===== config.mk =====
export PLATFORM = sky130hd
export DESIGN_NAME = i2cByteCtrl
export DESIGN_NICKNAME = d
export VERILOG_FILES = /design/src/hdl/i2c_macros.svh /design/src/hdl/i2cPkg.sv /design/src/hdl/i2cByteCtrl.sv
export SDC_FILE = /design/constraint.sdc
export NUM_CORES = 1
export LEC_CHECK = 0
export ABC_AREA = 1
export BUFFER_PORTS_ARGS = -buffer_cell sky130_fd_sc_hd__buf_2
export CORE_ASPECT_RATIO = 1.25
export CORE_UTILIZATION = 35
export CTS_CLUSTER_DIAMETER = 50
export DETAILED_ROUTE_END_ITERATION = 10
export MAX_ROUTING_LAYER = met4
export SLEW_MARGIN = 25
export SYNTH_ARGS = -nofsm -noshare
export SYNTH_HDL_FRONTEND = slang
export SYNTH_SLANG_ARGS = --single-unit

===== constraint.sdc =====
create_clock -name sysClk -period 1.92 [get_ports sysClk]
set_input_delay 0.192 -clock sysClk [delete_from_list [all_inputs] [get_ports sysClk]]
set_output_delay 0.192 -clock sysClk [all_outputs]
set_load 0.02 [all_outputs]

===== src/hdl/i2c_macros.svh =====
// I2C management block constants
// Bus field positions, command codes, CSR offsets, default block select
`ifndef I2C_MACROS_SVH
`define I2C_MACROS_SVH

// Bus address fields
`define I2C_BUS_ADRS_BIT   31
`define I2C_CMD_HI         31
`define I2C_CMD_LO         30
`define I2C_BLK_HI         23
`define I2C_BLK_LO         16
`define I2C_CSR_HI         15
`define I2C_CSR_LO         0

// Command codes, 0 and 3 ignored
`define I2C_CMD_WRITE      2'd1
`define I2C_CMD_READ       2'd2

// CSR offsets
`define I2C_CSR_CTRL       16'h0000
`define I2C_CSR_DIV        16'h0004
`define I2C_CSR_TARGET     16'h0008
`define I2C_CSR_XFER       16'h000C
`define I2C_CSR_STATUS     16'h0010

`define I2C_DEF_BLOCK_ADRS 8'h01

`endif


===== src/hdl/i2cPkg.sv =====
// I2C block types
// Vector widths and FSM encodings shared by CSR, sequencer and bit generator
`default_nettype none

package i2cPkg;

	typedef logic [31:0] busDataT;	// Bus read and write data
	typedef logic [31:0] busAdrsT;	// Cmd, block and offset fields
	typedef logic [15:0] csrAdrsT;	// Register offset
	typedef logic [15:0] divT;		// Quarter period in sysClk cycles
	typedef logic [7:0]  byteT;
	typedef logic [6:0]  tgtAdrsT;	// 7-bit target address

	// Bit-level symbol kind
	typedef enum logic [1:0] {SymStart, SymStop, SymBit} symT;

	// Transaction sequencer
	typedef enum logic [2:0] {
		Idle, Start, AdrsByte, AdrsAck, DataByte, DataAck, Stop
	} byteStateT;

	// Quarter phases of one symbol
	typedef enum logic [2:0] {QIdle, Q0, Q1, Q2, Q3} bitStateT;

endpackage

`default_nettype wire


===== src/hdl/i2cByteCtrl.sv =====
// I2C transaction sequencer
// START, address + R/W, ack, one data byte, ack/NACK, STOP
`timescale 1ns/1ps
`default_nettype none

module i2cByteCtrl (
	input  wire              sysClk,
	input  wire              arstN,
	input  wire              i2cEn,
	input  wire              xferGo,
	input  i2cPkg::tgtAdrsT  tgtAdrs,
	input  i2cPkg::byteT     txByte,
	input  wire              rdSel,		// Stable while busy
	output logic             busy,
	output i2cPkg::byteT     rxByte,
	output logic             nackPulse,
	output logic             symGo,
	output i2cPkg::symT      sym,
	output logic             txBit,
	input  wire              symDone,
	input  wire              rxBit
);

	i2cPkg::byteStateT state;
	logic [2:0]        bitCnt;		// Bits left in current byte
	i2cPkg::byteT      shReg;		// Shifts out MSB first and takes rxBit in at LSB
	logic              pending;		// Symbol issued and awaiting symDone

	assign busy = (state != i2cPkg::Idle);

	//------------------------------------------------------------
	// Symbol for current state
	//------------------------------------------------------------
	always_comb
	begin
		sym   = i2cPkg::SymBit;
		txBit = 1'b1;									// Released by default
		case (state)
			i2cPkg::Start:    sym = i2cPkg::SymStart;
			i2cPkg::Stop:     sym = i2cPkg::SymStop;
			i2cPkg::AdrsByte: txBit = shReg[7];
			i2cPkg::DataByte: txBit = rdSel ? 1'b1 : shReg[7];	// Read leaves SDA to target
			default:          txBit = 1'b1;				// Released in ack slots and for read NACK
		endcase
	end

	//------------------------------------------------------------
	// Sequencer FSM
	//------------------------------------------------------------
	always_ff @(posedge sysClk or negedge arstN)
	begin
		if (!arstN)
		begin
			state     <= i2cPkg::Idle;
			bitCnt    <= '0;
			shReg     <= '0;
			pending   <= 1'b0;
			symGo     <= 1'b0;
			nackPulse <= 1'b0;
			rxByte    <= '0;
		end
		else
		begin
			symGo     <= 1'b0;
			nackPulse <= 1'b0;
			if (state == i2cPkg::Idle)
			begin
				if (xferGo && i2cEn)
				begin
					state   <= i2cPkg::Start;
					pending <= 1'b0;
					shReg   <= {tgtAdrs, rdSel};				// Address byte loaded at launch
				end
			end
			else if (!pending)
			begin
				symGo   <= 1'b1;							// Issue next symbol
				pending <= 1'b1;
			end
			else if (symDone)
			begin
				pending <= 1'b0;
				if (!i2cEn && state != i2cPkg::Stop)
					state <= i2cPkg::Stop;					// Abort through STOP to free the bus
				else
				begin
					case (state)
						i2cPkg::Start:
						begin
							state  <= i2cPkg::AdrsByte;
							bitCnt <= 3'd7;
						end
						i2cPkg::AdrsByte, i2cPkg::DataByte:
						begin
							shReg <= {shReg[6:0], rxBit};
							if (bitCnt == 3'd0)
								state <= (state == i2cPkg::AdrsByte) ? i2cPkg::AdrsAck
								                                      : i2cPkg::DataAck;
							else
								bitCnt <= bitCnt - 3'd1;
						end
						i2cPkg::AdrsAck:
						begin
							nackPulse <= rxBit;				// NACK flagged but length kept
							shReg     <= txByte;
							bitCnt    <= 3'd7;
							state     <= i2cPkg::DataByte;
						end
						i2cPkg::DataAck:
						begin
							if (rdSel) rxByte    <= shReg;
							else       nackPulse <= rxBit;
							state <= i2cPkg::Stop;
						end
						default: state <= i2cPkg::Idle;		// Stop finished
					endcase
				end
			end
		end
	end

endmodule

`default_nettype wire


==> summary.txt, run 1 <==
Timing
  – Fmax: between 0.5 and 0.6 GHz
  – RSZ-0062 raised after global routing: false
  – Final hold violations: 0
  – Period minus WS final: 1.73 ns
  – Worst Clk Skew: 0.00248 ns
  – Worst-Margin Slew: 0.578 ns
  – Period Utilization, post-route: 0.901
  – Final Max Slew Viols: 0
  – Max-slew headroom: 0.614
  – Final setup vio count: 0
  – Setup TNS: 0 ns

Pwr
  – Switch Pwr: 1.54 mW
  – P_leak: 1.15 nW
  – Pwr Total: 3.00 mW
  – Max IR drop VDD: 0.000670 V
  – Sequential share of power: 0.322
  – Sw Ratio: 0.514
  – Comb pwr share: 0.571
  – Power density over the cells: between 1500 and 2000 nW/um^2
  – Internal: 1.46 mW
  – Clock network fraction of design power: 0.107

Yosys
  – Synthesized Nets: 250
  – Synth async-reset ratio: 1.00
  – Area leader, netlist: dfrtp_1
  – Register bit count reported by yosys: 25
  – Yosys top cell area share: 0.380
  – Ys flop type: dfrtp_1
  – Sequential-to-total area share from yosys stat: 0.380
  – Mean Syn Cell Area: around 7.3 um^2
  – Count leader, synth: nand2_1
  – Distinct cells, synth: 24
  – Yosys warning count: 0
  – Post-synth EDFFs: 0
  – Synth Cell Area: 1650 um^2
  – Post-synth top cells: 106 x nand2_1, 25 x dfrtp_1, 24 x inv_1
  – Synth Instances: 226
  – Dominant cells by area after synthesis: dfrtp_1 38%, nand2_1 24%, inv_1 5.5%

Critical path
  – Crit path max fanout: 10
  – Crit Path Category: flop to primary output
  – CP Capture Point: txBit
  – Worst Setup SP: state[1]
  – Critical R2R Capture: shReg[0]
  – Worst r2r src: state[1]
  – Crit end category: primary output
  – Required @ worst endpoint: 1.73 ns
  – Worst Reg-to-Reg Cells: 7
  – Reg2reg setup slack: about 0.26 ns
  – WP data arrival: around 1.5 ns
  – CP Launch Type: flop

Route
  – Drt total wl: 3.45 mm
  – Remaining DRCs: 0
  – Routed via count: roughly 1400
  – Routed Antenna Nets: 0
  – Drt initial violations: 42
  – Vias/cell: between 4 and 5
  – First-pass iteration count of the detailed router: 4
  – Drt wl/cell: 10.8 um

Layout
  – FILL cells: 503
  – P&R area growth vs syn: 15.3%
  – FF+latch area: around 630 um^2
  – Final nets: around 290
  – Diodes inserted: 0
  – Multi-input logic area: around 840 um^2
  – Layout cell share with drive strength beyond 1: 0.249
  – Non-Filler Instances: 319

Clock tree
  – Clock-pin transition on the worst setup and hold timing paths: 0.09 ns
  – CTS Buf Count: 3
  – CTS tree: built
  – Root Driver: clkbuf_8
  – H-tree Lvls: 1
  – Clk buf depth: 2
  – Postcts setup bufs: 0
  – Clk Latency, worst-skew pair: about 0.27 ns
  – Clk sinks: 25

Worst hold path
  – Hold Path Class: input pin to flop

Global routing
  – Grt ovf: 0
  – Largest net degree at the start of global routing: 26
  – First-pass GRT wire length: 6.11 mm
  – Vias in the first global route: 1310
  – Global-route usage over all layers: 0.160
  – Initial antenna violation count: 0

Job
  – Max Cap Viol: 0

Die
  – Die area: ~5000 um^2
  – Starting Density: 0.369
  – Num rows: 27
  – Die span in y: 78.7 um
  – Core Area: 4460 um^2
  – IO Count: 36
  – Die X: 63.4 um

Place
  – Input/output buffers: 35
  – Dpl cells: 314
  – Final GP Congestion: around 0.8
  – HPWL Detailed: 2.63 mm

Outcome
  – Outcome: finished, final reports clean
## through the flow
stage               hold slack [ns]  utilization  setup WS (ns)  instance area [um^2]
floorplan                    -0.104            -          0.545                  1650
global placement              0.226        0.413          0.295                  1840
detailed placement            0.236        0.413          0.291                  1840
CTS                           0.198        0.426          0.168                  1900
global route                  0.221        0.426         0.0316                  1900
finish                        0.194        0.426          0.191                  1900
## placed cells by master (no fill, tap or decap), types with 2 or more instances in the layout
| cell | n |
|---|---|
| a21oi_1 | 2 |
| buf_2 | 35 |
| clkbuf_8 | 3 |
| dfrtp_1 | 25 |
| ha_1 | 2 |
| inv_1 | 24 |
| inv_2 | 4 |
| inv_4 | 3 |
| nand2_1 | 106 |
| nand2_4 | 7 |
| nand3_1 | 16 |
| nand3_4 | 3 |
| nor2_1 | 8 |
| nor2_4 | 2 |
| o21ai_0 | 3 |
| o21ai_1 | 8 |
## metal layers
| metal | wire length (um) | vias up | track usage |
|---|---|---|---|
| li1 | - | 754 | - |
| met1 | 1710 | 615 | 0.219 |
| met2 | 1610 | 25 | 0.249 |
| met3 | 97 | 2 | 0.0174 |
| met4 | 34 | 0 | 0.0409 |
| met5 | 0 | - | - |
## area by class of cell
cell class	count	share of cell area
sequential	25	0.330
multi-input combinational	164	0.440
clock buffer	3	0.0218
tap	58	0.0382
inverter	32	0.0699
timing repair buffer	36	0.0976
clock inverter	1	0.00264
## registers in the layout, indices dropped and copies added, names as in the netlist
register / cells
bitCnt: 3
nackPulse: 1
pending: 1
rxByte: 8
shReg: 8
state: 3
symGo: 1
## logic make-up after synthesis
logic type | Yosys count | synth area share
AO/OA/AOI/OAI | 14 | 0.0494
adder cells (fa/ha/maj) | 2 | 0.0152
buffers and inverters | 37 | 0.112
flip-flops | 25 | 0.380
AND/OR/NAND/NOR | 148 | 0.443
## critical path: stages (launching register included)
cell and delay (ns):
dfrtp_1 0.68, nand2_1 0.11, nand2_1 0.07, nand2_1 0.07, nor2_1 0.08, o21ai_0 0.09
buf_2 0.17
## worst min path at each step
| stage | slack (ns) | to | start | depth (start not counted) |
|---|---|---|---|---|
| detailed placement | 0.24 | bitCnt[0] | arstN | 1 |
| floorplan | -0.10 | bitCnt[0] | arstN | 0 |
| CTS | 0.20 | nackPulse | rxBit | 3 |
| finish | 0.19 | nackPulse | rxBit | 3 |
| global route | 0.22 | nackPulse | rxBit | 3 |
| global placement | 0.23 | bitCnt[0] | arstN | 1 |
## power by group through the flow
stage	clock, mW	sequential [mW]	combinational (mW)
floorplan	0	0.915	1.48
global placement	0	0.977	1.73
detailed placement	0	0.976	1.74
CTS	0.328	0.968	1.75
global route	0.354	1.01	1.97
finish	0.322	0.968	1.71
## timing repair
item                                   in CTS  in global routing
gates resized for setup                     0                  0
hold buffers                                1                  0
endpoints found under the hold margin      25                  0
Power figures use the tool's default switching activity.
==> inputs of run 2 (changes only) <==
- BUFFER_PORTS_ARGS: -buffer_cell sky130_fd_sc_hd__buf_2 -> default
- DONT_BUFFER_PORTS: default -> 1
==> summary.txt, run 2 (synthesis results as in run 1) <==
Route
  – Drt wl/cell: 11.8 um (was 10.8 um)
  – Vias/cell: 4.60 (was 4.38)
  – Routed Antenna Nets: 0 (unchanged)
  – First-pass iteration count of the detailed router: 4 (unchanged)
  – Remaining DRCs: 0 (unchanged)
  – Routed via count: 1326 (was 1396)
  – Drt initial violations: 12 (was 42)
  – Drt total wl: 3.41 mm (was 3.45 mm)

Die
  – Starting Density: 0.369 (unchanged)
  – Die area: 4980 um^2 (unchanged)
  – Core Area: 4460 um^2 (unchanged)
  – IO Count: 36 (unchanged)
  – Num rows: 27 (unchanged)
  – Die X: 63.4 um (unchanged)
  – Die span in y: 78.7 um (unchanged)

Critical path
  – Critical path, cell by cell: nand2_1, nor2_1, buf_4, a21oi_1 (was nand2_1, nand2_1, nand2_1, nor2_1, o21ai_0, buf_2)
  – CP top delay family: flip-flops (unchanged)
  – Worst Setup SP: state[2] (was state[1])
  – Crit end category: primary output (unchanged)
  – CP Capture Point: sym[1] (was txBit)
  – WP data arrival: 1.58 ns (was 1.54 ns)
  – Crit Path Category: flop to primary output (unchanged)
  – Critical R2R Capture: rxByte[2] (was shReg[0])
  – Critical Path Stages: 4 (was 6)
  – Slowest-stage cell, CP: dfrtp_1 (unchanged)
  – Reg2reg setup slack: 0.27 ns (was 0.26 ns)
  – CP peak stage delay: 0.56 ns (was 0.68 ns)
  – Worst Reg-to-Reg Cells: 6 (was 7)
  – Worst r2r src: state[2] (was state[1])
  – Required @ worst endpoint: 1.73 ns (about the same)
  – CP Launch Type: flop (unchanged)
  – WP buf/inv: 1 (unchanged)
  – Crit path max fanout: 9 (was 10)

Outcome
  – Outcome: finished, final reports clean (unchanged)

Pwr
  – P_leak: 1.02 nW (was 1.15 nW)
  – Max IR drop VDD: 0.000730 V (was 0.000670 V)
  – Power density over the cells: 1670 nW/um^2 (was 1580 nW/um^2)
  – Pwr Total: 2.95 mW (was 3.00 mW)

Global routing
  – Largest net degree at the start of global routing: 26 (unchanged)
  – First-pass GRT wire length: 5.97 mm (was 6.11 mm)
  – Initial antenna violation count: 0 (unchanged)
  – Vias in the first global route: 1262 (was 1310)
  – Global-route usage over all layers: 0.154 (was 0.160)
  – Grt ovf: 0 (unchanged)

Clock tree
  – Clock-pin transition on the worst setup and hold timing paths: 0.09 ns (about the same)
  – CTS tree: built (unchanged)
  – Clk buf depth: 2 (unchanged)
  – CTS Buf Count: 3 (unchanged)
  – Root Driver: clkbuf_8 (unchanged)
  – Post_cts resized: 0 (unchanged)
  – Postcts setup bufs: 0 (unchanged)
  – H-tree Lvls: 1 (unchanged)
  – Clk Latency, worst-skew pair: 0.27 ns (about the same)
  – Clk sinks: 25 (unchanged)

Timing
  – Worst-Margin Slew: 0.501 ns (was 0.578 ns)
  – Max-slew headroom: 0.666 (was 0.614)
  – RSZ-0062 raised after global routing: false (unchanged)
  – Final hold violations: 0 (unchanged)
  – Final setup vio count: 0 (unchanged)
  – Fmax: 0.563 GHz (was 0.578 GHz)
  – Period minus WS final: 1.78 ns (was 1.73 ns)
  – Period Utilization, post-route: 0.925 (was 0.901)
  – Setup TNS: 0 ns (unchanged)
  – Worst Clk Skew: 0.00570 ns (was 0.00248 ns)
  – Final Max Slew Viols: 0 (unchanged)

Job
  – Max Cap Viol: 0 (unchanged)

Layout
  – Commonest non-fill, non-tap cell in the layout: nand2_1 (unchanged)
  – Finished layout cell area: 1770 um^2 (was 1900 um^2)
  – Layout cell share with drive strength beyond 1: 0.148 (was 0.249)
  – Final nets: 255 (was 286)
  – P&R area growth vs syn: 7.37% (was 15.3%)
  – Diodes inserted: 0 (unchanged)
  – Largest registers: rxByte: 8 flops, shReg: 8 flops (unchanged)
  – FILL cells: 509 (was 503)
  – Commonest non-fill, non-tap cells in the layout: 106 x nand2_1, 25 x dfrtp_1, 24 x inv_1 (was 106 x nand2_1, 35 x buf_2, 25 x dfrtp_1)

Place
  – Cell area after placement: 1690 um^2 (was 1840 um^2)
  – Input/output buffers: 0 (was 35)
  – HPWL Detailed: 2.63 mm (about the same)
  – Final GP Congestion: 0.813 (was 0.792)

Worst hold path
  – Hold Path Class: input pin to flop (unchanged)
run 2: metrics by stage:
step                instances  setup slack (ns)  hold WS, ns  utilization
floorplan                 226             0.545       -0.104            -
global placement          282             0.294       -0.103        0.379
detailed placement        282             0.273       -0.103        0.379
CTS                       288             0.144        0.114        0.396
global route              288            0.0462        0.125        0.396
finish                    288             0.144        0.113        0.396
run 2: layout make-up:
type,count,area [um^2],share of cell area
multi-input cells,164,836,0.473
flip-flops and latches,25,626,0.354
inverters,32,133,0.0750
well taps,58,72.6,0.0410
repair buffers,5,52.6,0.0297
clock buffers,3,41.3,0.0234
clock inverters,1,7.51,0.00425
run 2: timing repair:
action / CTS / global route
endpoints found under the setup margin: 0 / 0
endpoints found under the hold margin: 25 / 0
hold buffers: 2 / 0
run 2: how the worst min path moves through the flow:
stage,start,cells past startpoint,endpoint
after global placement,arstN,0,bitCnt[0]
after floorplan,arstN,0,bitCnt[0]
final,rxBit,2,nackPulse
after detailed placement,arstN,0,bitCnt[0]
after global routing,rxBit,2,nackPulse
after CTS,rxBit,2,nackPulse
run 2: layer usage:
metal / up-vias / wire length, um / global-route usage
li1: 697 / - / -
met1: 599 / 1670 / 0.215
met2: 28 / 1590 / 0.232
met3: 2 / 114 / 0.0233
met4: 0 / 31 / 0.0409
met5: - / 0 / -
run 2: power breakdown:
| group | leakage (nW) | internal, mW | switching (mW) |
|---|---|---|---|
| registers | 0.326 | 0.730 | 0.325 |
| logic | 0.673 | 0.537 | 1.04 |
| clock network | 0.0217 | 0.147 | 0.175 |
==> inputs of run 3 (changes only) <==
- RECOVER_POWER: default -> 100
- clock period: 1.92 -> 1.5 ns (I/O delays scaled with it)
==> summary.txt, run 3 (synthesis results as in run 1) <==
Outcome
  – Outcome: finished, final reports clean (unchanged)

Die
  – Num rows: 27 (unchanged)
  – Die area: 4980 um^2 (unchanged)
  – Die span in y: 78.7 um (unchanged)
  – IO Count: 36 (unchanged)
  – Core Area: 4460 um^2 (unchanged)
  – Starting Density: 0.369 (unchanged)
  – Die X: 63.4 um (unchanged)

Route
  – Drt total wl: 3.74 mm (was 3.41 mm)
  – Drt initial violations: 34 (was 12)
  – Routed Antenna Nets: 0 (unchanged)
  – Routed via count: 1373 (was 1326)
  – Vias/cell: 4.56 (was 4.60)
  – Remaining DRCs: 0 (unchanged)
  – First-pass iteration count of the detailed router: 4 (unchanged)
  – Drt wl/cell: 12.4 um (was 11.8 um)

Place
  – Final GP Congestion: 0.871 (was 0.813)
  – DP Worst Slack: -0.000401 ns (was 0.273 ns)
  – Input/output buffers: 0 (unchanged)
  – Dpl cells: 288 (was 282)
  – HPWL Detailed: 2.73 mm (was 2.63 mm)
  – Cell area after placement: 1730 um^2 (was 1690 um^2)

Clock tree
  – Clk sinks: 25 (unchanged)
  – H-tree Lvls: 1 (unchanged)
  – Clk buf depth: 2 (unchanged)
  – Clk Latency, worst-skew pair: 0.27 ns (about the same)
  – CTS Buf Count: 3 (unchanged)
  – Clock-pin transition on the worst setup and hold timing paths: 0.09 ns (about the same)
  – Root Driver: clkbuf_8 (unchanged)
  – CTS tree: built (unchanged)

Timing
  – Period minus WS final: 1.50 ns
  – Fmax: 0.667 GHz
  – Setup TNS: 0 ns (unchanged)
  – RSZ-0062 raised after global routing: true (was false)
  – Final setup margin: 0.000344 ns (was 0.144 ns)
  – Final hold violations: 0 (unchanged)
  – Final Max Slew Viols: 0 (unchanged)
  – Worst Clk Skew: 0.00316 ns (was 0.00570 ns)
  – Final setup vio count: 0 (unchanged)
  – Final hold slack: 0.0474 ns (was 0.113 ns)
  – Worst-Margin Slew: 0.654 ns (was 0.501 ns)
  – Period Utilization, post-route: 1.00
  – Max-slew headroom: 0.564 (was 0.666)

Layout
  – Finished layout cell area: 1890 um^2 (was 1770 um^2)
  – Non-Filler Instances: 301 (was 288)
  – Largest registers: rxByte: 8 flops, shReg: 8 flops (unchanged)
  – Commonest non-fill, non-tap cell in the layout: nand2_1 (unchanged)
  – Layout cell share with drive strength beyond 1: 0.226 (was 0.148)
  – Final nets: 268 (was 255)
  – Commonest non-fill, non-tap cells in the layout: 103 x nand2_1, 24 x inv_1, 22 x dfrtp_1 (was 106 x nand2_1, 25 x dfrtp_1, 24 x inv_1)
  – Final Util: 0.423 (was 0.396)
  – P&R area growth vs syn: 14.6% (was 7.37%)
  – Diodes inserted: 0 (unchanged)

Critical path
  – Crit path max fanout: 7 (was 9)
  – Crit Path Category: flop to primary output (unchanged)
  – WP data arrival: 1.35 ns (was 1.58 ns)
  – Crit end category: primary output (unchanged)
  – Required @ worst endpoint: 1.35 ns (was 1.73 ns)
  – CP Launch Type: flop (unchanged)

Global routing
  – Global-route usage over all layers: 0.163 (was 0.154)
  – First-pass GRT wire length: 6.27 mm (was 5.97 mm)
  – Initial antenna violation count: 0 (unchanged)
  – Vias in the first global route: 1315 (was 1262)
  – Grt ovf: 0 (unchanged)
  – Largest net degree at the start of global routing: 26 (unchanged)

Job
  – Max Cap Viol: 0 (unchanged)

Pwr
  – Max IR drop VDD: 0.000679 V (was 0.000730 V)
  – P_leak: 1.09 nW (was 1.02 nW)
  – Power density over the cells: 2180 nW/um^2 (was 1670 nW/um^2)
  – Pwr Total: 4.12 mW (was 2.95 mW)

Worst hold path
  – Hold Path Class: input pin to flop (unchanged)
## run 3: cell count changes in the layout (fill, tap and decap cells not counted), sizes merged
cell / delta
buf: +11
clkbuf: +1
nand3b: +1
## run 3: critical path, stage by stage (launching register included)
cell and delay (ns):
dfrtp_2 0.48, nor2_4 0.18, nand2_1 0.09, o21ai_1 0.15, buf_4 0.17
## run 3: cell type report
| class | instances | area (um^2) |
|---|---|---|
| clock buffer | 3 | 41.3 |
| sequential | 25 | 629 |
| multi-input combinational | 165 | 861 |
| tap | 58 | 72.6 |
| inverter | 32 | 133 |
| clock inverter | 1 | 7.51 |
| timing repair buffer | 17 | 143 |
| fill | 484 | 2570 |
## run 3: worst paths after layout
check / slack, ns / startpoint / endpoint / depth (start not counted)
worst min-delay path: 0.05 / rxBit / nackPulse / 2
max in group asynchronous: 0.60 / arstN / state[1] / 2
worst max-delay path: 0.0003 / state[0] / txBit / 4
worst min register to register: 0.46 / pending / symGo / 1
min in group asynchronous: 0.44 / arstN / bitCnt[2] / 2
worst max register to register: 0.05 / state[1] / rxByte[6] / 8
## run 3: what timing repair did
item / in CTS / in global routing
setup buffers: 3 / 3
resized for setup: 7 / 7
hold endpoints to repair: 25 / 0
hold buffers: 2 / 0
gates cloned: 0 / 1
endpoints found under the setup margin: 11 / 15
pin swaps: 0 / 11
## run 3: metal layers
metal	vias to the layer above	track usage	part of all wire
li1	723	-	-
met1	615	0.213	0.45
met5	-	-	0
met4	0	0.0477	0.011
met2	31	0.259	0.49
met3	4	0.0247	0.047
## run 3: report_power, final
group / switching (mW) / internal [mW]
Sequential: 0.368 / 0.944
Combinational: 1.47 / 0.914
Clock: 0.229 / 0.188
