==> src/hdl/i2c_macros.svh <==
// I2C management block constants
// Bus field positions, command codes, CSR offsets, default block select
`ifndef I2C_MACROS_SVH
`define I2C_MACROS_SVH

// Bus address fields
`define I2C_BUS_ADRS_BIT   31
`define I2C_CMD_HI         31
`define I2C_CMD_LO         30
`define I2C_BLK_HI         23
`define I2C_BLK_LO         16
`define I2C_CSR_HI         15
`define I2C_CSR_LO         0

// Command codes, 0 and 3 ignored
`define I2C_CMD_WRITE      2'd1
`define I2C_CMD_READ       2'd2

// CSR offsets
`define I2C_CSR_CTRL       16'h0000
`define I2C_CSR_DIV        16'h0004
`define I2C_CSR_TARGET     16'h0008
`define I2C_CSR_XFER       16'h000C
`define I2C_CSR_STATUS     16'h0010

`define I2C_DEF_BLOCK_ADRS 8'h01

`endif

==> src/hdl/i2cPkg.sv <==
// I2C block types
// Vector widths and FSM encodings shared by CSR, sequencer and bit generator
`default_nettype none

package i2cPkg;

	typedef logic [31:0] busDataT;	// Bus read and write data
	typedef logic [31:0] busAdrsT;	// Cmd, block and offset fields
	typedef logic [15:0] csrAdrsT;	// Register offset
	typedef logic [15:0] divT;		// Quarter period in sysClk cycles
	typedef logic [7:0]  byteT;
	typedef logic [6:0]  tgtAdrsT;	// 7-bit target address

	// Bit-level symbol kind
	typedef enum logic [1:0] {SymStart, SymStop, SymBit} symT;

	// Transaction sequencer
	typedef enum logic [2:0] {
		Idle, Start, AdrsByte, AdrsAck, DataByte, DataAck, Stop
	} byteStateT;

	// Quarter phases of one symbol
	typedef enum logic [2:0] {QIdle, Q0, Q1, Q2, Q3} bitStateT;

endpackage

`default_nettype wire

==> src/hdl/i2cCsr.sv <==
// I2C CSR unit
// Decodes slave-bus strobes, holds control registers, answers reads
`timescale 1ns/1ps
`default_nettype none
`include "i2c_macros.svh"

module i2cCsr #(
	parameter logic [7:0] blockAdrs = `I2C_DEF_BLOCK_ADRS
)(
	input  wire               sysClk,
	input  wire               arstN,
	input  i2cPkg::busAdrsT   usiAdrs,	// {31:30} cmd, {23:16} block, {15:0} offset
	input  i2cPkg::busDataT   usiWd,
	input  wire               usiWCke,	// One-cycle command strobe
	output i2cPkg::busDataT   usiRd,
	output logic              usiVd,
	output logic              i2cEn,
	output i2cPkg::divT       div,
	output i2cPkg::tgtAdrsT   tgtAdrs,
	output i2cPkg::byteT      txByte,
	output logic              rdSel,
	output logic              xferGo,	// Accepted transfer request
	input  wire               busy,
	input  i2cPkg::byteT      rxByte,
	input  wire               nackPulse
);

	//------------------------------------------------------------
	// Strobe decode
	//------------------------------------------------------------
	logic [1:0]      cmd;
	logic            blkHit;
	i2cPkg::csrAdrsT csrAdrs;
	logic            wrHit;
	logic            rdHit;
	logic            xferOk;
	logic            nack;		// Sticky NACK
	i2cPkg::busDataT rdMux;

	assign cmd     = usiAdrs[`I2C_CMD_HI:`I2C_CMD_LO];
	assign blkHit  = (usiAdrs[`I2C_BLK_HI:`I2C_BLK_LO] == blockAdrs);
	assign csrAdrs = usiAdrs[`I2C_CSR_HI:`I2C_CSR_LO];
	assign wrHit   = usiWCke && blkHit && (cmd == `I2C_CMD_WRITE);
	assign rdHit   = usiWCke && blkHit && (cmd == `I2C_CMD_READ);
	// Launch only when enabled and engine free, back-to-back go blocked too
	assign xferOk  = wrHit && (csrAdrs == `I2C_CSR_XFER) && i2cEn && !busy && !xferGo;

	//------------------------------------------------------------
	// Register writes
	//------------------------------------------------------------
	always_ff @(posedge sysClk or negedge arstN)
	begin
		if (!arstN)
		begin
			i2cEn   <= 1'b0;
			div     <= '0;
			tgtAdrs <= '0;
			txByte  <= '0;
			rdSel   <= 1'b0;
			xferGo  <= 1'b0;
			nack    <= 1'b0;
		end
		else
		begin
			xferGo <= xferOk;							// One-cycle pulse
			if (wrHit && csrAdrs == `I2C_CSR_CTRL)   i2cEn   <= usiWd[0];
			if (wrHit && csrAdrs == `I2C_CSR_DIV)    div     <= usiWd[15:0];
			if (wrHit && csrAdrs == `I2C_CSR_TARGET) tgtAdrs <= usiWd[6:0];
			if (xferOk)
			begin
				txByte <= usiWd[7:0];
				rdSel  <= usiWd[8];
			end
			// Cleared per accepted transfer, set by any ack-slot NACK
			if (xferGo)         nack <= 1'b0;
			else if (nackPulse) nack <= 1'b1;
		end
	end

	//------------------------------------------------------------
	// Read path, one cycle latency
	//------------------------------------------------------------
	always_comb
	begin
		case (csrAdrs)
			`I2C_CSR_CTRL:   rdMux = {31'd0, i2cEn};
			`I2C_CSR_DIV:    rdMux = {16'd0, div};
			`I2C_CSR_TARGET: rdMux = {25'd0, tgtAdrs};
			`I2C_CSR_XFER:   rdMux = {23'd0, rdSel, txByte};
			`I2C_CSR_STATUS: rdMux = {16'd0, rxByte, 6'd0, nack, busy};
			default:         rdMux = '0;			// Unknown offset reads zero
		endcase
	end

	always_ff @(posedge sysClk or negedge arstN)
	begin
		if (!arstN)
		begin
			usiRd <= '0;
			usiVd <= 1'b0;
		end
		else
		begin
			usiVd <= rdHit;
			usiRd <= rdHit ? rdMux : '0;			// Zero outside the valid cycle
		end
	end

endmodule

`default_nettype wire

==> config.mk <==
export PLATFORM = sky130hd
export DESIGN_NAME = i2cCsr
export DESIGN_NICKNAME = d
export VERILOG_FILES = /design/src/hdl/i2cPkg.sv /design/src/hdl/i2cCsr.sv
export VERILOG_INCLUDE_DIRS = /design/src /design/src/hdl
export SDC_FILE = /design/constraint.sdc
export NUM_CORES = 1
export LEC_CHECK = 0
export ABC_CLOCK_PERIOD_IN_PS = 4000
export BUFFER_PORTS_ARGS = -buffer_cell sky130_fd_sc_hd__clkbuf_2
export CAP_MARGIN = 5
export CORE_UTILIZATION = 46
export CTS_CLUSTER_DIAMETER = 30
export DETAILED_ROUTE_END_ITERATION = 6
export HOLD_SLACK_MARGIN = 0.15
export PLACE_DENSITY = 0.85
export RECOVER_POWER = 25
export SYNTH_ARGS = -nofsm -noshare
export SYNTH_HDL_FRONTEND = slang
export SYNTH_SLANG_ARGS = --single-unit
==> constraint.sdc <==
create_clock -name sysClk -period 4 [get_ports sysClk]
set_input_delay 0.4 -clock sysClk [delete_from_list [all_inputs] [get_ports sysClk]]
set_output_delay 0.4 -clock sysClk [all_outputs]
set_load 0.1 [all_outputs]
==> summary.md, run 1 <==
| Metric | Value |
|---|---|
| Status | `finished with violations` |
| Violations in the final reports | `max-capacitance violations, max-slew violations` |
| Main flop type after synthesis | `dfrtp_1` |
| VDD IR max | `0.0002779 V` |
| Port Buffers | `105` |
| Antenna-violating nets left | `0` |
| Unrepaired setup endpoints after global routing | `false` |
| Max_slew headroom | `-81.87%` |
| Vias after detailed routing | `1800` |
| Global route total overflow | `0` |
| Diodes inserted | `0` |
| Initial core utilization | `49.06%` |
| Main combinational cell family by area after synthesis | `multiplexers` |
| Wire length of the first global-routing pass | `8.038 mm` |
| Cell count of the worst reg-to-reg path | `3` |
| Global-route usage over all layers | `19.72%` |
| Cell area after layout | `3054 um2` |
| Total number of yosys warnings | `0` |
| Worst hold start | `usiWd[11]` |
| TritonCTS clock tree | `yes` |
| Share of the core filled with cells in the final layout | `62.99%` |
| Share of synthesized area spent on multiplexers | `16.04%` |
| Series of cell instances along the critical path | `clkbuf_2, or4_4, nor4_4, buf_4, and3_1, mux2_1` |
| Setup CP Type | `input pin to register` |
| Ratio of total power to cell area | `368.0 nW/um2` |
| Min Tclk post-route | `2.660 ns` |
| Placeable core region | `4848 um2` |
| Worst reg-to-reg setup slack | `2.30 ns` |
| Num CTS Buffers | `5` |
| Static power due to leakage | `0.001656 uW` |
| First-iteration detailed-routing DRC count | `75` |
| Worst-path maximum fanout | `17` |
| Deepest clock path buffer count | `2` |
| Final Hold Violating Endpoints | `0` |
| Synth Area in XOR/XNOR | `0%` |
| Fmax achieved | `0.3760 GHz` |
| Height of the die | `73.91 um` |
| Ranking of synthesized cells by area | `dfrtp_1 (55%), mux2_1 (15%), buf_4 (5.4%), a22oi_1 (3.5%), nor2_1 (2.8%)` |
| Count of different cell masters after synthesis | `34` |
| Crit-path slowest cell | `and3_1` |
| Max-Cap Viols | `1` |
| Async set-or-reset flop fraction in the synthesized netlist | `100.0%` |
| Avg Vias per Cell | `5.014` |
| Hold depth | `2` |
| Most common cell in the synthesized netlist | `dfrtp_1` |
| Final Max Tran Viols | `53` |
| Proportion of netlist area held by the largest area contributor | `54.71%` |
| Final net count | `368` |
| Final cell count without fillers | `359` |
| CTS-repair resized insts | `0` |
| Clk pin slew, worst setup/hold paths | `0.10 ns` |
| Least-Margin Pin Slew | `2.728 ns` |
| Crit path arrival time | `2.84 ns` |
| Number of cell rows | `25` |
| Mapped Area | `2379 um2` |
| Placed cells | `351` |
| I/O pin count | `144` |
| Type of the most critical hold path | `input pin to register` |
| Root cell of the clock tree | `clkbuf_8` |
| Detailed Route WL | `5.256 mm` |
| Worst path required time | `4.18 ns` |
| Full die area | `5462 um2` |
| Number of antenna violations at the first check in global routing | `0` |
| Average footprint of a synthesized cell | `12.79 um2` |
| Largest net degree at the start of global routing | `53` |
| Area leader, netlist | `dfrtp_1` |
| Width of the chip | `73.91 um` |
| Crit Reg-Reg Startpoint | `i2cEn` |
| Hold-fix buffers, CTS | `0` |
| Synthesized-area fraction occupied by adder cells | `0%` |
| Power Total | `1124 uW` |
| Final critical-path share of the clock period | `66.50%` |
| Final routed DRC violation total | `0` |
| Area growth, synth to finish | `28.41%` |
| Compound-gate portion of the synthesized area | `6.944%` |
| Yosys reg bits | `52` |
| Post-synthesis sequential area ratio | `54.71%` |
| Post-CTS setup-driven buffer insertion count | `0` |
| Simple logic cell fraction of the synthesized area | `14.68%` |
| Summed negative setup slack over all endpoints | `0 ns` |
| Cell types with the highest counts after synthesis | `dfrtp_1 (52), mux2_1 (32), nor2_1 (18)` |
| Placed standard-cell area | `2899 um2` |
| Number of global-route vias before repair | `1651` |
| Routability cong. | `0.7084` |
| Hpwl dp | `3.804 mm` |
| Number of sinks driven by the clock tree | `52` |
| Post-synthesis instance total | `186` |
| Maximum level of the CTS H-tree | `2` |
| Fraction of layout instances using a drive strength above 1 | `42.47%` |
| Pre-Repair DR Iteration Count | `4` |
| Number of endpoints failing setup at the final stage | `0` |
| Hold Path Sink | `div[11]` |
| Fillers | `385` |
| Largest stage delay on the critical path | `0.78 ns` |
| Capturing point of the worst reg2reg path | `txByte[6]` |
| Crit. End Element | `register` |
| EDFF count, synth | `0` |
| Kind of start point of the critical path | `input pin` |
| Final routed wire length divided by cell count | `14.64 um` |
| Clock latency on the worst-skew pair | `0.30 ns` |
| Worst setup skew after layout | `0.007949 ns` |
[worst max-delay path by stage]
stage | from | endpoint | slack (ns)
global route | arstN | div[2] | 0.84
global placement | usiAdrs[9] | div[5] | 1.06
finish | usiAdrs[9] | div[12] | 1.34
detailed placement | usiAdrs[9] | div[12] | 1.04
CTS | usiAdrs[9] | div[12] | 1.34
floorplan | usiAdrs[9] | div[10] | 1.70
[metrics by stage]
step                hold WS [ns]  worst slack (ns)
finish                    0.3163             1.340
global placement          0.4796             1.064
global route              0.3136            0.8426
CTS                       0.2181             1.339
floorplan                 0.1044             1.695
detailed placement        0.4664             1.042
[logic make-up (layout without fill, tap and decap cells)]
logic type             count (synthesis)  after routing
and+or+nand+nor                       53             53
other                                  1             16
buffers and inverters                 26            117
muxes                                 34             34
AOI/OAI and AO/OA                     20             20
DFF                                   52             52
[critical path, delay by kind of cell]
kind / cells / cell delay (ns)
and+or+nand+nor: 3 / 1.66
buffers and inverters: 2 / 0.37
muxes: 1 / 0.41
[placed cells by master, fill, tap and decap left out, types with 3 or more instances in the layout]
| cell type | n |
|---|---|
| a22oi_1 | 11 |
| clkbuf_2 | 105 |
| mux2_1 | 32 |
| bufinv_16 | 3 |
| nor2_1 | 18 |
| nor4_1 | 3 |
| or4_4 | 3 |
| a222oi_1 | 6 |
| clkbuf_8 | 5 |
| dfrtp_1 | 52 |
| conb_1 | 16 |
[routing by layer]
metal	GRT usage, %	wire length (um)
met1	25.58	2377
met2	33.23	2596
met3	3.567	234
met4	6.838	48
met5	0	0
[state kept, by name (all words and copies together) (netlist names)]
register,count
tgtAdrs,7
rdSel,1
xferGo,1
nack,1
div,16
i2cEn,1
usiRd,16
usiVd,1
txByte,8
[where the power goes]
group | switching (uW) | internal [uW] | leakage [uW] | total [uW]
Clock | 170 | 313 | 0.0000784 | 482
Combinational | 92.4 | 24.1 | 0.000856 | 116
Sequential | 0.00171 | 525 | 0.000722 | 525
[area by class of cell]
cell class                      instances  area, um2  share of cell area [%]
Tap cell                               67      83.83                   2.745
Inverter                                1      3.754                  0.1229
Sequential cell                        52       1301                   42.61
Clock buffer                            5      68.82                   2.253
Multi-Input combinational cell        123      962.2                   31.50
Clock inverter                          3      90.09                   2.950
Timing Repair Buffer                  108      544.3                   17.82
Power figures use the tool's default switching activity.
==> run 2: changes to the inputs <==
--- a/config.mk
+++ b/config.mk
@@ -6,14 +6,15 @@
 export SDC_FILE = /design/constraint.sdc
 export NUM_CORES = 1
 export LEC_CHECK = 0
-export ABC_CLOCK_PERIOD_IN_PS = 4000
+export ABC_AREA = 1
+export ABC_CLOCK_PERIOD_IN_PS = 2610
 export BUFFER_PORTS_ARGS = -buffer_cell sky130_fd_sc_hd__clkbuf_2
 export CAP_MARGIN = 5
-export CORE_UTILIZATION = 46
+export CORE_UTILIZATION = 45
 export CTS_CLUSTER_DIAMETER = 30
 export DETAILED_ROUTE_END_ITERATION = 6
 export HOLD_SLACK_MARGIN = 0.15
-export PLACE_DENSITY = 0.85
+export PLACE_DENSITY = 0.8
 export RECOVER_POWER = 25
 export SYNTH_ARGS = -nofsm -noshare
 export SYNTH_HDL_FRONTEND = slang
==> constraint.sdc (replaced) <==
create_clock -name sysClk -period 2.61 [get_ports sysClk]
set_input_delay 0.261 -clock sysClk [delete_from_list [all_inputs] [get_ports sysClk]]
set_output_delay 0.261 -clock sysClk [all_outputs]
set_load 0.1 [all_outputs]
==> run 2 against run 1 <==
The flow now finishes without violations. Setup slack got worse by 0.40 ns. Die area increased by 15%. Sequential power increased by 53%. Critical path depth unchanged. Clock-buffer cell count unchanged. Non-clock buffer count unchanged. Largest power group unchanged.
==> summary.md, run 2 <==
| Metric | Value |
|---|---|
| Status | `finished clean` |
| Placeable core region | `5642 um2` |
| Share of the core filled with cells in the final layout | `57.84%` |
| Width of the chip | `79.28 um` |
| Leading cell types in the layout, fill and taps excluded | `clkbuf_2 (106), nand2_1 (65), dfrtp_1 (52)` |
| Clk pin slew, worst setup/hold paths | `0.10 ns` |
| Crit. End Element | `register` |
| Mapped Area | `2688 um2` |
| Final net count | `507` |
| Num CTS Buffers | `5` |
| Unrepaired setup endpoints after global routing | `false` |
| Area leader, netlist | `dfrtp_1` |
| Worst setup skew after layout | `0.006739 ns` |
| CTS-repair resized insts | `0` |
| Placed cells | `494` |
| Fraction of layout instances using a drive strength above 1 | `30.39%` |
| Least-Margin Pin Slew | `1.233 ns` |
| Proportion of netlist area held by the largest area contributor | `48.42%` |
| Detailed Route WL | `6.318 mm` |
| Area growth, synth to finish | `21.42%` |
| Post-CTS setup-driven buffer insertion count | `0` |
| Number of antenna violations at the first check in global routing | `0` |
| Largest registers | `div x16, usiRd x16, txByte x8` |
| Root cell of the clock tree | `clkbuf_8` |
| Post-synthesis instance total | `324` |
| Hpwl dp | `4.843 mm` |
| Final routed wire length divided by cell count | `12.56 um` |
| I/O pin count | `144` |
| Static power due to leakage | `0.001831 uW` |
| Power Total | `1450 uW` |
| Deepest clock path buffer count | `2` |
| Global-route usage over all layers | `21.35%` |
| Wire length of the first global-routing pass | `10.34 mm` |
| Height of the die | `79.28 um` |
| Worst-path maximum fanout | `9` |
| Hold-fix buffers, CTS | `1` |
| Final Hold Violating Endpoints | `0` |
| Max_slew headroom | `17.79%` |
| Avg Vias per Cell | `4.853` |
| Post-synthesis sequential area ratio | `48.42%` |
| Cell types with the highest counts after synthesis | `nand2_1 (65), dfrtp_1 (52), nor2_1 (48)` |
| Initial core utilization | `47.64%` |
| Max-Cap Viols | `0` |
| Port Buffers | `105` |
| Type of the most critical hold path | `input pin to register` |
| Setup CP Type | `input pin to register` |
| Min Tclk post-route | `1.675 ns` |
| Final critical-path share of the clock period | `64.17%` |
| Total number of yosys warnings | `0` |
| Yosys reg bits | `52` |
| Crit path arrival time | `1.86 ns` |
| Kind of start point of the critical path | `input pin` |
| Async set-or-reset flop fraction in the synthesized netlist | `100.0%` |
| Final cell count without fillers | `503` |
| Most common library cell in the layout ignoring fill and taps | `clkbuf_2` |
| Placed standard-cell area | `3174 um2` |
| Fillers | `545` |
| Ratio of total power to cell area | `444.5 nW/um2` |
| Routability cong. | `0.8420` |
| EDFF count, synth | `0` |
| Summed negative setup slack over all endpoints | `0 ns` |
| First-iteration detailed-routing DRC count | `160` |
| Fmax achieved | `0.5971 GHz` |
| Pre-Repair DR Iteration Count | `4` |
| TritonCTS clock tree | `yes` |
| Ranking of synthesized cells by area | `dfrtp_1 (48%), nand2_1 (9.1%), o21ai_0 (7.4%), nor2_1 (6.7%), inv_1 (5.9%)` |
| Global route total overflow | `0` |
| Most common cell in the synthesized netlist | `nand2_1` |
| Main flop type after synthesis | `dfrtp_1` |
| Largest net degree at the start of global routing | `53` |
| Number of sinks driven by the clock tree | `52` |
| Final routed DRC violation total | `0` |
| Number of global-route vias before repair | `2269` |
| Number of cell rows | `27` |
| Vias after detailed routing | `2441` |
| Final Max Tran Viols | `0` |
| Full die area | `6285 um2` |
| Maximum level of the CTS H-tree | `2` |
| Clock latency on the worst-skew pair | `0.30 ns` |
| Cell area after layout | `3263 um2` |
| Worst path required time | `2.80 ns` |
| Diodes inserted | `0` |
| Average footprint of a synthesized cell | `8.295 um2` |
| Antenna-violating nets left | `0` |
| Number of endpoints failing setup at the final stage | `0` |
| Count of different cell masters after synthesis | `25` |
| VDD IR max | `0.0001996 V` |
## run 2: final cells by class
| class | instances | area (um2) | share of cell area [%] |
|---|---|---|---|
| clock buffer | 5 | 68.82 | 2.109 |
| multi-input combinational | 220 | 1070 | 32.78 |
| sequential | 52 | 1301 | 39.88 |
| clock inverter | 3 | 23.77 | 0.7285 |
| inverter | 43 | 161.4 | 4.946 |
| tap | 72 | 90.09 | 2.761 |
| timing repair buffer | 108 | 548.0 | 16.79 |
## run 2: worst max-delay path, stage by stage
cell and delay [ns]:
clkbuf_2 0.08, nor2_1 0.08, nor3b_1 0.49, nand4_1 0.48, nor2_4 0.36, o21ai_0 0.12
## run 2: final timing paths
kind	to	cells after the start	from	slack, ns
worst max-delay path	tgtAdrs[4]	6	usiAdrs[21]	0.94
worst min register to register	nack	1	xferGo	0.49
worst min-delay path	div[14]	3	usiWd[14]	0.17
max in group asynchronous	usiRd[0]	3	arstN	1.02
min in group asynchronous	div[10]	3	arstN	0.85
worst max register to register	txByte[3]	4	xferGo	1.14
## run 2: kinds of logic after synthesis
group	share of synthesized area [%]
other	0.1395
and+or+nand+nor	28.54
buffers and inverters	13.45
AOI/OAI and AO/OA	9.451
DFF	48.42
## run 2: power by group
group	internal, uW	switching, uW
logic	37.7	152
registers	805	0.00214
clock network	190	265
total	1030	418
## run 2: per-stage QoR
step,setup WS (ns),hold slack [ns]
finish,0.9353,0.1675
global route,0.7335,0.1666
CTS,1.080,0.1648
detailed placement,0.7533,0.4112
global placement,0.7880,0.4092
floorplan,0.6296,-0.03459
## run 2: layer usage
metal	up-vias	GRT usage, %	wire length (um)
li1	1204	-	-
met5	-	0	0
met4	0	8.364	121
met3	14	3.678	352
met2	112	35.78	3137
met1	1111	27.35	2706
==> run 3: changes to the inputs <==
--- a/config.mk
+++ b/config.mk
@@ -6,15 +6,15 @@
 export SDC_FILE = /design/constraint.sdc
 export NUM_CORES = 1
 export LEC_CHECK = 0
-export ABC_AREA = 1
-export ABC_CLOCK_PERIOD_IN_PS = 2610
+export ABC_AREA = 0
+export ABC_CLOCK_PERIOD_IN_PS = 1300
 export BUFFER_PORTS_ARGS = -buffer_cell sky130_fd_sc_hd__clkbuf_2
 export CAP_MARGIN = 5
-export CORE_UTILIZATION = 45
+export CORE_UTILIZATION = 39
 export CTS_CLUSTER_DIAMETER = 30
 export DETAILED_ROUTE_END_ITERATION = 6
 export HOLD_SLACK_MARGIN = 0.15
-export PLACE_DENSITY = 0.8
+export PLACE_DENSITY = 0.76
 export RECOVER_POWER = 25
 export SYNTH_ARGS = -nofsm -noshare
 export SYNTH_HDL_FRONTEND = slang
==> constraint.sdc (replaced) <==
create_clock -name sysClk -period 1.3 [get_ports sysClk]
set_input_delay 0.13 -clock sysClk [delete_from_list [all_inputs] [get_ports sysClk]]
set_output_delay 0.13 -clock sysClk [all_outputs]
set_load 0.1 [all_outputs]
==> run 3 against run 2 <==
Register-to-register slack worse by 1.4 ns. Via count is 13% lower. Die area is 2.1% higher. Clock skew is 0.00051 ns lower. Critical path depth stayed put. Total power is 110% higher. Sequential share of layout area is 6.4 points lower. Hold slack better by 0.068 ns. Cell count is 16% lower. The run now ends with negative setup slack left.
==> summary.md, run 3 (synthesis results as in run 1) <==
| Metric | Value |
|---|---|
| Pre-Repair DR Iteration Count | `4` |
| Least-Margin Pin Slew | `0.6849 ns` |
| Number of sinks driven by the clock tree | `52` |
| Wire length of the first global-routing pass | `10.47 mm` |
| Violations in the final reports | `negative setup slack` |
| Number of global-route vias before repair | `2206` |
| Crit-path slowest cell | `or4_4` |
| Worst hold start | `usiAdrs[23]` |
| Antenna-violating nets left | `0` |
| TritonCTS clock tree | `yes` |
| Final net count | `423` |
| Detailed Route WL | `6.641 mm` |
| Largest registers | `div x16, usiRd x16, txByte x8` |
| Multi-input combinational cell area | `1171 um2` |
| Fillers | `435` |
| Initial core utilization | `40.41%` |
| Cell family with the largest share of critical-path delay | `simple AND/OR/NAND/NOR gates` |
| Setup CP Type | `input pin to register` |
| Root cell of the clock tree | `clkbuf_8` |
| Crit path arrival time | `1.91 ns` |
| Full die area | `6415 um2` |
| Start point of the critical path | `usiAdrs[13]` |
| Width of the chip | `80.10 um` |
| Area growth, synth to finish | `63.97%` |
| Bufs and invs on worst path | `2` |
| Number of cell rows | `28` |
| Placeable core region | `5886 um2` |
| Number of antenna violations at the first check in global routing | `0` |
| Clock latency on the worst-skew pair | `0.31 ns` |
| Final routed wire length divided by cell count | `15.74 um` |
| Placed standard-cell area | `3337 um2` |
| Max-Cap Viols | `0` |
| Final Max Tran Viols | `0` |
| Most common library cell in the layout ignoring fill and taps | `buf_4` |
| First-iteration detailed-routing DRC count | `110` |
| Min Tclk post-route | `1.714 ns` |
| Port Buffers | `105` |
| Largest net degree at the start of global routing | `53` |
| Series of cell instances along the critical path | `buf_6, or4_4, nor4_4, and3_4, buf_12, mux2_1` |
| Global route total overflow | `0` |
| Number of endpoints failing setup at the final stage | `49` |
| Vias after detailed routing | `2120` |
| Final critical-path share of the clock period | `131.8%` |
| Worst-path maximum fanout | `16` |
| Global-route usage over all layers | `21.74%` |
| Hold slack final | `0.2351 ns` |
| Fmax achieved | `0.5835 GHz` |
| Maximum level of the CTS H-tree | `2` |
| Final worst-path setup slack | `-0.4139 ns` |
| VDD IR max | `0.0005334 V` |
| Type of the most critical hold path | `input pin to register` |
| Hpwl dp | `4.707 mm` |
| Kind of start point of the critical path | `input pin` |
| Crit Reg-Reg Startpoint | `xferGo` |
| Worst path required time | `1.50 ns` |
| Leading cell types in the layout, fill and taps excluded | `buf_4 (65), clkbuf_2 (58), dfrtp_1 (50)` |
| Height of the die | `80.10 um` |
| Worst setup timing slack at the placement stage | `-0.7516 ns` |
| Crit. End Element | `register` |
| Max_slew headroom | `54.34%` |
| Diodes inserted | `0` |
| I/O pin count | `144` |
| Final Hold Violating Endpoints | `0` |
| Unrepaired setup endpoints after global routing | `true` |
| Largest stage delay on the critical path | `0.59 ns` |
| Worst setup skew after layout | `0.006231 ns` |
| Routability cong. | `0.8833` |
| Ratio of total power to cell area | `772.9 nW/um2` |
| Deepest clock path buffer count | `2` |
| Clk pin slew, worst setup/hold paths | `0.10 ns` |
| Fraction of layout instances using a drive strength above 1 | `57.06%` |
| Storage cell area | `1304 um2` |
| Static power due to leakage | `0.001946 uW` |
| Status | `finished with violations` |
| Cell area after layout | `3900 um2` |
| Avg Vias per Cell | `5.024` |
| Final routed DRC violation total | `0` |
| Num CTS Buffers | `5` |
-- run 3: cell types whose count changed in the layout (fill, tap and decap cells not counted), sizes merged, moves of 38 or more --
cell and delta:
buf +77, clkbuf -47, inv -42, nand2 -66, nor2 -38, o21ai -49
-- run 3: power breakdown --
part           switching, uW  internal, uW  leakage, uW
Sequential           0.00393          1620     0.000718
Clock                    544           382    0.0000404
Combinational            313           160      0.00119
-- run 3: metal layers --
metal / routed length, um / GRT usage (%) / share of wire (%) / vias to the layer above
met5: 0 / 0 / 0 / -
met4: 150 / 8.393 / 2.3 / 0
met3: 351 / 4.659 / 5.3 / 17
met2: 3533 / 38.97 / 53 / 77
met1: 2605 / 25.22 / 39 / 1052
li1: - / - / - / 974
-- run 3: timing repair --
item / 4_1_cts / 5_1_grt
endpoints found under the setup margin: 50 / 50
hold buffers: 25 / 1
buffers inserted: 1 / 0
endpoints found under the hold margin: 94 / 2
pin swaps: 14 / 3
gates resized for setup: 30 / 23
-- run 3: path summary, 6_finish.rpt --
| kind | to | depth (start not counted) | slack [ns] |
|---|---|---|---|
| setup reg to reg | txByte[5] | 4 | -0.24 |
| min in group asynchronous | div[1] | 3 | 0.50 |
| hold / removal | usiVd | 5 | 0.24 |
| max in group asynchronous | i2cEn | 3 | 0.32 |
| setup / recovery | div[11] | 6 | -0.41 |
| hold reg to reg | div[14] | 1 | 0.54 |
-- run 3: stage by stage --
stage | setup TNS [ns] | total power [uW] | utilization [%] | std cells
floorplan | -28.01 | 1917 | - | 201
global placement | -33.15 | 2042 | 56.70 | 387
detailed placement | -34.66 | 2049 | 56.70 | 387
CTS | -16.23 | 3041 | 64.65 | 421
global route | -18.27 | 3158 | 66.26 | 422
finish | -16.96 | 3014 | 66.26 | 422
-- run 3: worst min-delay path: cells and delay by family --
| kind | cells | cell delay (ns) |
|---|---|---|
| buf+inv | 3 | 0.22 |
| simple gates | 2 | 0.16 |
-- run 3: layout make-up --
| type | instances | share of cell area [%] |
|---|---|---|
| flip-flops and latches | 52 | 33.43 |
| repair buffers | 163 | 31.66 |
| multi-input cells | 123 | 30.03 |
| well taps | 75 | 2.406 |
| clock buffers | 5 | 1.765 |
| clock inverters | 3 | 0.6096 |
| inverters | 1 | 0.09625 |
